--- src/ts_monitor_pkg.sv ---
`default_nettype none

package ts_monitor_pkg;

	localparam int pack_byte_size = 188;
	localparam int word_bytes = 4;
	localparam int pack_word_size = pack_byte_size / word_bytes;
	localparam logic [7:0] ts_sync_byte = 8'h47;
	localparam int pid_width = 13;
	localparam int data_width = 32;
	localparam int byte_idx_width = 8;
	localparam int word_addr_width = 6;

	// one byte of the transport stream with its sync flag
	typedef struct packed {
		logic [7:0] data;
		logic sync;
	} ts_byte_t;

	typedef struct packed {
		ts_byte_t d1;
		ts_byte_t d2;
		ts_byte_t d3;
	} pipe_taps_t;

	// one byte-lane write into a bank
	typedef struct packed {
		logic en;
		logic bank;
		logic [word_addr_width-1:0] word_addr;
		logic [1:0] lane;
		logic [7:0] data;
	} buf_wr_t;

	typedef struct packed {
		logic en;
		logic bank;
		logic [word_addr_width-1:0] word_addr;
	} buf_rd_t;

	typedef enum logic [1:0] {cap_idle, cap_fill, cap_full} cap_state_e;

	typedef enum logic [1:0] {rd_idle, rd_pump, rd_done} rd_state_e;

endpackage

`default_nettype wire

--- src/ts_input_pipe.sv ---
`timescale 1ns/1ps
`default_nettype none

module ts_input_pipe (
	input logic mpeg_clk,
	input logic S_AXI_ARESETN,
	input logic [7:0] mpeg_data,
	input logic mpeg_valid,
	input logic mpeg_sync,
	output ts_monitor_pkg::pipe_taps_t taps
);
	import ts_monitor_pkg::*;

	ts_byte_t in_byte;

	always_comb begin
		in_byte.data = mpeg_data;
		in_byte.sync = mpeg_sync;
	end

	// the line only moves on valid bytes, so gaps leave the taps untouched
	// d2 holds the sync byte while the second PID byte is still on the input
	always_ff @(posedge mpeg_clk) begin
		if (!S_AXI_ARESETN) begin
			taps <= '0;
		end else if (mpeg_valid) begin
			taps.d1 <= in_byte;
			taps.d2 <= taps.d1;
			taps.d3 <= taps.d2;
		end
	end

endmodule

`default_nettype wire

--- src/pid_filter.sv ---
`timescale 1ns/1ps
`default_nettype none

module pid_filter (
	input logic mpeg_clk,
	input logic S_AXI_ARESETN,
	input logic [7:0] mpeg_data,
	input logic mpeg_valid,
	input ts_monitor_pkg::pipe_taps_t taps,
	input logic [ts_monitor_pkg::pid_width-1:0] pid,
	input logic pump_data_enable,
	output logic write_bank,
	output ts_monitor_pkg::buf_wr_t wr
);
	import ts_monitor_pkg::*;

	cap_state_e state;
	logic [byte_idx_width-1:0] byte_idx;
	logic header_seen;
	logic pid_hit;
	logic last_byte;

	// a header is a sync-flagged 8'h47 two bytes back
	assign header_seen = mpeg_valid && taps.d2.sync && (taps.d2.data == ts_sync_byte);

	// low bits of the first PID byte followed by the byte now on the input
	assign pid_hit = ({taps.d1.data[pid_width-9:0], mpeg_data} == pid);

	assign last_byte = (byte_idx == byte_idx_width'(pack_byte_size - 1));

	always_ff @(posedge mpeg_clk) begin
		if (!S_AXI_ARESETN) begin
			state <= cap_idle;
			byte_idx <= '0;
			write_bank <= 1'b0;
		end else if (header_seen) begin
			if (pid_hit) begin
				state <= cap_fill;
				byte_idx <= '0;
				// the bank under readout must stay put until the pump is released
				if (!pump_data_enable) begin
					write_bank <= ~write_bank;
				end
			end else begin
				state <= cap_idle;
			end
		end else begin
			case (state)
				cap_fill: begin
					if (mpeg_valid) begin
						if (last_byte) begin
							state <= cap_full;
						end else begin
							byte_idx <= byte_idx + 1'b1;
						end
					end
				end
				cap_idle, cap_full: begin
					byte_idx <= byte_idx;
				end
				default: begin
					state <= cap_idle;
				end
			endcase
		end
	end

	// d3 holds packet byte byte_idx while filling, and byte 0 goes to bits 7:0
	always_comb begin
		wr.en = mpeg_valid && (state == cap_fill);
		wr.bank = write_bank;
		wr.word_addr = word_addr_width'(byte_idx / word_bytes);
		wr.lane = 2'(byte_idx % word_bytes);
		wr.data = taps.d3.data;
	end

endmodule

`default_nettype wire

--- src/packet_buffer.sv ---
`timescale 1ns/1ps
`default_nettype none

module packet_buffer (
	input logic mpeg_clk,
	input logic S_AXI_ARESETN,
	input ts_monitor_pkg::buf_wr_t wr,
	input ts_monitor_pkg::buf_rd_t rd,
	output logic [ts_monitor_pkg::data_width-1:0] rd_word
);
	import ts_monitor_pkg::*;

	logic [data_width-1:0] bank0_mem [pack_word_size];
	logic [data_width-1:0] bank1_mem [pack_word_size];

	logic [word_bytes-1:0] bank0_we;
	logic [word_bytes-1:0] bank1_we;

	// one lane enable per byte, steered to the bank being filled
	always_comb begin
		bank0_we = '0;
		bank1_we = '0;
		if (wr.en) begin
			if (wr.bank) begin
				bank1_we[wr.lane] = 1'b1;
			end else begin
				bank0_we[wr.lane] = 1'b1;
			end
		end
	end

	always_ff @(posedge mpeg_clk) begin
		for (int l = 0; l < word_bytes; l++) begin
			if (bank0_we[l]) begin
				bank0_mem[wr.word_addr][8*l +: 8] <= wr.data;
			end
			if (bank1_we[l]) begin
				bank1_mem[wr.word_addr][8*l +: 8] <= wr.data;
			end
		end
	end

	// registered read, one edge behind the address
	always_ff @(posedge mpeg_clk) begin
		if (!S_AXI_ARESETN) begin
			rd_word <= '0;
		end else if (rd.en) begin
			if (rd.bank) begin
				rd_word <= bank1_mem[rd.word_addr];
			end else begin
				rd_word <= bank0_mem[rd.word_addr];
			end
		end
	end

endmodule

`default_nettype wire

--- src/packet_readout.sv ---
`timescale 1ns/1ps
`default_nettype none

module packet_readout (
	input logic mpeg_clk,
	input logic S_AXI_ARESETN,
	input logic pump_data_enable,
	input logic write_bank,
	output ts_monitor_pkg::buf_rd_t rd,
	output logic [ts_monitor_pkg::data_width-1:0] out_data_index,
	output logic ready_for_read
);
	import ts_monitor_pkg::*;

	rd_state_e state;
	logic [word_addr_width-1:0] word_addr;
	logic read_bank;
	logic last_word;

	// readout always drains the bank that is not being filled
	assign read_bank = ~write_bank;
	assign last_word = (word_addr == word_addr_width'(pack_word_size - 1));

	always_comb begin
		rd.en = pump_data_enable && (state == rd_pump);
		rd.bank = read_bank;
		rd.word_addr = word_addr;
	end

	always_ff @(posedge mpeg_clk) begin
		if (!S_AXI_ARESETN) begin
			state <= rd_idle;
			word_addr <= '0;
			out_data_index <= '0;
			ready_for_read <= 1'b0;
		end else if (!pump_data_enable) begin
			state <= rd_idle;
			word_addr <= '0;
			ready_for_read <= 1'b0;
		end else begin
			case (state)
				rd_idle: begin
					state <= rd_pump;
					word_addr <= '0;
				end
				rd_pump: begin
					// the index lags the address by one edge, like the buffer word
					out_data_index <= {{(data_width - word_addr_width){1'b0}}, word_addr};
					if (last_word) begin
						state <= rd_done;
					end else begin
						word_addr <= word_addr + 1'b1;
					end
				end
				rd_done: begin
					ready_for_read <= 1'b1;
				end
				default: begin
					state <= rd_idle;
				end
			endcase
		end
	end

endmodule

`default_nettype wire

--- src/ts_monitor_top.sv ---
`timescale 1ns/1ps
`default_nettype none

module ts_monitor_top (
	input logic mpeg_clk,
	input logic S_AXI_ARESETN,
	input logic [7:0] mpeg_data,
	input logic mpeg_valid,
	input logic mpeg_sync,
	input logic [ts_monitor_pkg::data_width-1:0] pid,
	input logic pump_data_enable,
	output logic [ts_monitor_pkg::data_width-1:0] out_data,
	output logic [ts_monitor_pkg::data_width-1:0] out_data_index,
	output logic ready_for_read
);
	import ts_monitor_pkg::*;

	pipe_taps_t taps;
	buf_wr_t wr;
	buf_rd_t rd;
	logic write_bank;

	ts_input_pipe u_input_pipe (
		.mpeg_clk(mpeg_clk),
		.S_AXI_ARESETN(S_AXI_ARESETN),
		.mpeg_data(mpeg_data),
		.mpeg_valid(mpeg_valid),
		.mpeg_sync(mpeg_sync),
		.taps(taps)
	);

	// only the low 13 bits of pid take part in the match
	pid_filter u_pid_filter (
		.mpeg_clk(mpeg_clk),
		.S_AXI_ARESETN(S_AXI_ARESETN),
		.mpeg_data(mpeg_data),
		.mpeg_valid(mpeg_valid),
		.taps(taps),
		.pid(pid[pid_width-1:0]),
		.pump_data_enable(pump_data_enable),
		.write_bank(write_bank),
		.wr(wr)
	);

	packet_buffer u_packet_buffer (
		.mpeg_clk(mpeg_clk),
		.S_AXI_ARESETN(S_AXI_ARESETN),
		.wr(wr),
		.rd(rd),
		.rd_word(out_data)
	);

	packet_readout u_packet_readout (
		.mpeg_clk(mpeg_clk),
		.S_AXI_ARESETN(S_AXI_ARESETN),
		.pump_data_enable(pump_data_enable),
		.write_bank(write_bank),
		.rd(rd),
		.out_data_index(out_data_index),
		.ready_for_read(ready_for_read)
	);

endmodule

`default_nettype wire

--- config.mk ---
export PLATFORM = sky130hd
export DESIGN_NAME = ts_monitor_top
export DESIGN_NICKNAME = d
export VERILOG_FILES = /design/src/ts_monitor_pkg.sv /design/src/ts_input_pipe.sv /design/src/pid_filter.sv /design/src/packet_buffer.sv /design/src/packet_readout.sv /design/src/ts_monitor_top.sv
export SDC_FILE = /design/constraint.sdc
export NUM_CORES = 2
export LEC_CHECK = 0
export ABC_CLOCK_PERIOD_IN_PS = 7800
export BUFFER_PORTS_ARGS = -buffer_cell sky130_fd_sc_hd__buf_2
export CAP_MARGIN = 20
export CORE_ASPECT_RATIO = 0.9
export CORE_UTILIZATION = 45
export DETAILED_ROUTE_END_ITERATION = 6
export HOLD_SLACK_MARGIN = 0.05
export MAX_ROUTING_LAYER = met4
export PLACE_DENSITY = 0.59
export SETUP_SLACK_MARGIN = 0.4
export SYNTH_ARGS = -nofsm -noshare
export SYNTH_HDL_FRONTEND = slang
export SYNTH_SLANG_ARGS = --single-unit
--- constraint.sdc ---
create_clock -name mpeg_clk -period 7.8 [get_ports mpeg_clk]
set_input_delay 0.39 -clock mpeg_clk [delete_from_list [all_inputs] [get_ports mpeg_clk]]
set_output_delay 0.39 -clock mpeg_clk [all_outputs]
set_load 0.02 [all_outputs]
Word-level counts from Yosys, hierarchy flattened
Memories as Yosys holds them, arrays and structs flattened. A register that Yosys moved wholly into a read port is not among the register bits.
Index checks and enable logic that the tools add are counted.
{"block": "op_classes", "addsub": 2, "order_cmp": 2, "n_eq_ne": 15, "muxes": 41, "n_bitwise": 3, "n_reduce_logical": 18}
{"op": "$mux W8", "count": 5}
{"op": "$mux W32", "count": 1}
{"op": "$mux W6", "count": 5}
{"op": "$mux W1", "count": 18}
{"op": "$mux W4", "count": 4}
{"op": "$eq A13 B13 Y1", "count": 1}
{"op": "$pmux W6 S2", "count": 1}
{"op": "$add A8 B1 Y8 const B", "count": 1}
{"op": "$eq A8 B7 Y1 const B", "count": 1}
{"op": "$eq A8 B8 Y1 const B", "count": 1}
{"op": "$mux W2", "count": 4}
{"op": "$reduce_and A2 Y1", "count": 4}
{"op": "$add A6 B1 Y6 const B", "count": 1}
{"op": "$eq A6 B6 Y1 const B", "count": 1}
{"op": "$ne A2 B1 Y1 const B", "count": 3}
{"op": "$pmux W2 S3", "count": 1}
{"op": "$reduce_and A3 Y1", "count": 2}
{"op": "$reduce_bool A2 Y1", "count": 3}
{"op": "$logic_and A1 B1 Y1", "count": 5}
{"op": "$eq A2 B1 Y1 const B", "count": 2}
{"op": "$eq A2 B2 Y1 const B", "count": 2}
{"op": "$logic_not A2 Y1", "count": 2}
{"op": "$ne A2 B2 Y1 const B", "count": 2}
{"op": "$pmux W2 S2", "count": 1}
{"op": "other kinds (8)", "count": 10}
{"block": "word_totals", "regBits": 84, "ram_bits": 3008, "in_bits": 45, "output_inout_bits": 65, "wordCells": 96, "mem_count": 2}
{"memory": "u_packet_buffer.bank0_mem", "depth": 47, "width": 32, "rd": 1, "rd_clocked_by_memory_dff": 1, "write_ports": 1, "line": "packet_buffer.sv:13", "rtl": "logic [data_width-1:0] bank0_mem [pack_word_size];"}
{"memory": "u_packet_buffer.bank1_mem", "depth": 47, "width": 32, "rd": 1, "rd_clocked_by_memory_dff": 1, "write_ports": 1, "line": "packet_buffer.sv:14", "rtl": "logic [data_width-1:0] bank1_mem [pack_word_size];"}

Depth between registers and ports, before layout
{"block": "logic_depth", "ltp_word": 8, "depth_mapped": 11, "mapped_depth_nobuf": 8}

Modules after synthesis
Synthesis repeated with hierarchy kept, for this count alone.
{"block": "unflattened", "hier_cells": 5827, "hier_area_um2": 120660.7}
{"mod": "packet_buffer", "n_inst": 1, "cells_each": 5538, "area_per_inst_um2": 117829.3, "seq_area_each_um2": 90967.2}
{"mod": "ts_input_pipe", "n_inst": 1, "cells_each": 86, "area_per_inst_um2": 1038.5, "seq_area_each_um2": 540.5}
{"mod": "packet_readout", "n_inst": 1, "cells_each": 103, "area_per_inst_um2": 923.4, "seq_area_each_um2": 300.3}
{"mod": "pid_filter", "n_inst": 1, "cells_each": 100, "area_per_inst_um2": 869.6, "seq_area_each_um2": 220.2}

Worst setup path before layout
No wires, ideal clock.
{"block": "synth_path", "kind": "register -> register", "start": "register u_input_pipe.taps[1] (netlist name)", "end": "memory u_packet_buffer.bank0_mem[0][0], data pin", "setup_time_ns": 1.162, "arrival_ns": 4.858, "required_ns": 6.638, "slack_ns": 1.781, "path_stages_with_launch": 1, "path_buffers": 0, "period_less_slack_ns": 6.019, "cell_sequence": "dfxtp_1"}
{"item": "end: declaration", "line": "packet_buffer.sv:13"}
Straight into the memory's write port.

==> impl_metrics.tcl <==
set metrics [dict create \
    avgSynthCellArea_um2 20.9 \
    drt-initial-drc-count 7961 \
    fin_hold_ws_ps 236 \
    fin_cells 9735 \
    area_growth_pct 12.0 \
    fmax_ghz 0.238 \
    yosysTopAreaCellShare_pct 75.3 \
    clk_pin_slew_ps 60 \
    cts.sinks 3098 \
    globalRouteTotalUtil_pct 24.7 \
    ys_seq_area_share_pct 76.8 \
    fin_util_pct 50.7 \
    maxCapViolations 0 \
    dieWidth_um 546 \
    synth_edf_count 3008 \
    synth.area.top_cells "edfxtp_1 75%, mux4_2 14%, dfxtp_1 1.5%, nor2_1 1.4%, mux2i_1 1.4%" \
    std_cell_rows 179 \
    ant_nets 0 \
    cts_tree "built" \
    place_congestion 0.869 \
    drt-total-wl_um 324000 \
    cts_buffers 321 \
    fin_crit_ps 4200 \
    synth_top_family_by_area "multiplexers" \
    criticalPathCategory "register to register" \
    die-area_um2 269000 \
    antenna_found_initial 9 \
    wire_per_inst_um 33.3 \
    hold_viol 0 \
    syn_area_um2 120000 \
    synthMuxAreaShare_pct 16.0 \
    synth_top_cell_by_area "edfxtp_1" \
    async_flop_share_pct 0 \
    power.density_nw_per_um2 246 \
    rsz0062_at_grt "no" \
    cts-resized-gates 0 \
    synth_xor_area_share_pct 0.139 \
    setup_tns_ps 0 \
    port_buffers 64 \
    drc 22 \
    grt_max_degree 223 \
    yosys.cell_count.top_type "edfxtp_1" \
    endpoint_kind "register" \
    reg2reg_slack_ps 3600 \
    fillCellCount 20989 \
    skew_ps 63.7 \
    drive_gt1_share_pct 23.5 \
    worst_slew_margin_rel_pct 13.9 \
    synth_ff_type "edfxtp_1" \
    start_util_pct 45.3 \
    dr.pass1.iters 7 \
    critPathMaxFanout 22 \
    grt_pass1_vias 58417 \
    cp_common_cell "buf_4" \
    path_cells "buf_4 -> buf_4 -> mux4_2 -> a21o_1 -> o21ai_0 -> a211oi_1 -> nor4_1 -> o22ai_1" \
    ys_seq_elements 3098 \
    worst_setup_path_start_kind "register" \
    dp_hpwl_um 195000 \
    vias 59582 \
    setup_viol 0 \
    synth-compound-area-share_pct 2.29 \
    outcome "complete, but fails checks" \
    root_buffer "clkbuf_16" \
    required_ps 8520 \
    fin_nets 5999 \
    violations "design-rule violations" \
    cts_buffer_depth 4 \
    worstMarginPinSlew_ps 1290 \
    grt_overflow 0 \
    syn_inst 5737 \
    synth.cells.most_frequent "3,008 x edfxtp_1, 771 x mux4_2, 458 x nor2_1" \
    grt_pass1_wl_um 453000 \
    coreArea_um2 265000 \
    final.period_utilization_pct 53.9 \
    yosys.area_share.simple_pct 3.03 \
    power_leakage_nw 47.2 \
    cp.arrival_ps 4930 \
    synth_fa_ha_area_share_pct 0.0626 \
    ys_types 68 \
    ys_warn_count 0 \
    die_height_um 492 \
    slowest_stage "nor4_1" \
    vdd_drop_max_uv 170 \
    crit_path_max_incr_delay_ps 930 \
    cts-htree-levels 5 \
    slew_viol_final 0 \
    top_level_ports 110 \
    dp.cells 9141 \
    hp-class "input port to register" \
    post_cts_buffers 0 \
    clk_latency_ps 880 \
    routed_via_density 6.12 \
]
## cell usage in the layout (no fill, tap or decap), types with 18 or more instances in the layout
cell       Yosys  final
edfxtp_1    3008   3008
mux4_2       771    771
nor2_1       458    450
clkbuf_16      0    330
nand2_1      263    254
mux2i_1      171    171
buf_4         80    115
o21ai_0       95     95
clkbuf_1     117     82
a21oi_1       81     81
dfxtp_1       90     76
buf_2         94     64
clkinv_1       0     61
clkinv_2       0     55
a22oi_1       55     55
nand3_1       38     38
a31oi_1       28     28
o22ai_1       27     27
o211ai_1      26     26
conb_1         1     26
a32oi_1       20     20
nand4_1       19     19
nor3_1        19     18
buf_12         0     18
## registers in the layout (all words and copies together), names as in the netlist, named ones only
| register | count |
|---|---|
| u_pid_filter.byte_idx | 8 |
| u_packet_readout.ready_for_read | 1 |
| u_packet_buffer.bank1_mem | 1504 |
| u_pid_filter.write_bank | 1 |
| u_input_pipe.taps | 26 |
| u_packet_readout.out_data_index | 6 |
| u_pid_filter.state | 2 |
| u_packet_readout.word_addr | 6 |
| u_packet_readout.state | 2 |
| u_packet_buffer.rd_word | 32 |
| u_packet_buffer.bank0_mem | 1504 |
## worst paths after layout
check / from / endpoint / depth (start not counted)
setup / recovery: register / u_packet_buffer.rd_word[11]$_SDFFE_PN0P_ / 8
setup reg to reg: register / u_packet_buffer.rd_word[11]$_SDFFE_PN0P_ / 8
hold reg to reg: u_packet_readout.out_data_index[3]$_SDFFE_PN0P_ / u_packet_readout.out_data_index[3]$_SDFFE_PN0P_ / 2
hold / removal: mpeg_valid / u_pid_filter.state[1]$_SDFFE_PN0P_ / 4
## worst max-delay path: cells and delay by family (launching register included)
family | cells | cell delay [ps]
buffers and inverters | 2 | 1030
AND/OR/NAND/NOR | 1 | 930
flip-flops | 1 | 820
AO/OA/AOI/OAI | 4 | 690
multiplexers | 1 | 560
## power breakdown
group / leakage [nW] / switching (W) / internal [W]
clock network: 4.82 / 0.00629 / 0.00832
registers: 34.5 / 0.0000353 / 0.0181
logic: 7.88 / 0.000228 / 0.000116
## through the flow
stage | setup slack [ps] | power [W] | area, um^2
2_1_floorplan | 1780 | 0.0187 | 120000
3_3_place_gp | 3540 | 0.0188 | 124000
3_5_place_dp | 3490 | 0.0188 | 124000
4_1_cts | 3500 | 0.0332 | 134000
5_1_grt | 3460 | 0.0339 | 134000
6_report | 3600 | 0.0330 | 134000
## cell type report
cell class | count | area [um^2] | area share, %
clock inverters | 149 | 1190 | 0.883
well taps | 3529 | 4420 | 3.29
diodes | 14 | 35.0 | 0.0261
flip-flops and latches | 3098 | 92200 | 68.6
inverters | 15 | 65.1 | 0.0484
clock buffers | 418 | 8650 | 6.44
repair buffers | 216 | 1800 | 1.34
multi-input cells | 2296 | 26000 | 19.4
## logic make-up after synthesis
family                   after synthesis
AO/OA/AOI/OAI                        419
AND/OR/NAND/NOR                      874
buffers and inverters                368
multiplexers                         952
adder cells (fa/ha/maj)                6
XOR/XNOR                              19
flip-flops                          3098
other                                  1
## timing repair
| action | 4_1_cts | 5_1_grt |
|---|---|---|
| hold endpoints to repair | 10 | 0 |
| setup endpoints to repair | 0 | 0 |
| hold buffers | 10 | 0 |
## layer usage
| metal | routed length, um | global-route usage, % | vias up |
|---|---|---|---|
| li1 | - | - | 24133 |
| met1 | 136000 | 35.2 | 32116 |
| met2 | 150000 | 36.5 | 2810 |
| met3 | 27500 | 4.63 | 523 |
| met4 | 10600 | 7.42 | 0 |
| met5 | 0 | - | - |
(Power assumes the default switching activity.)
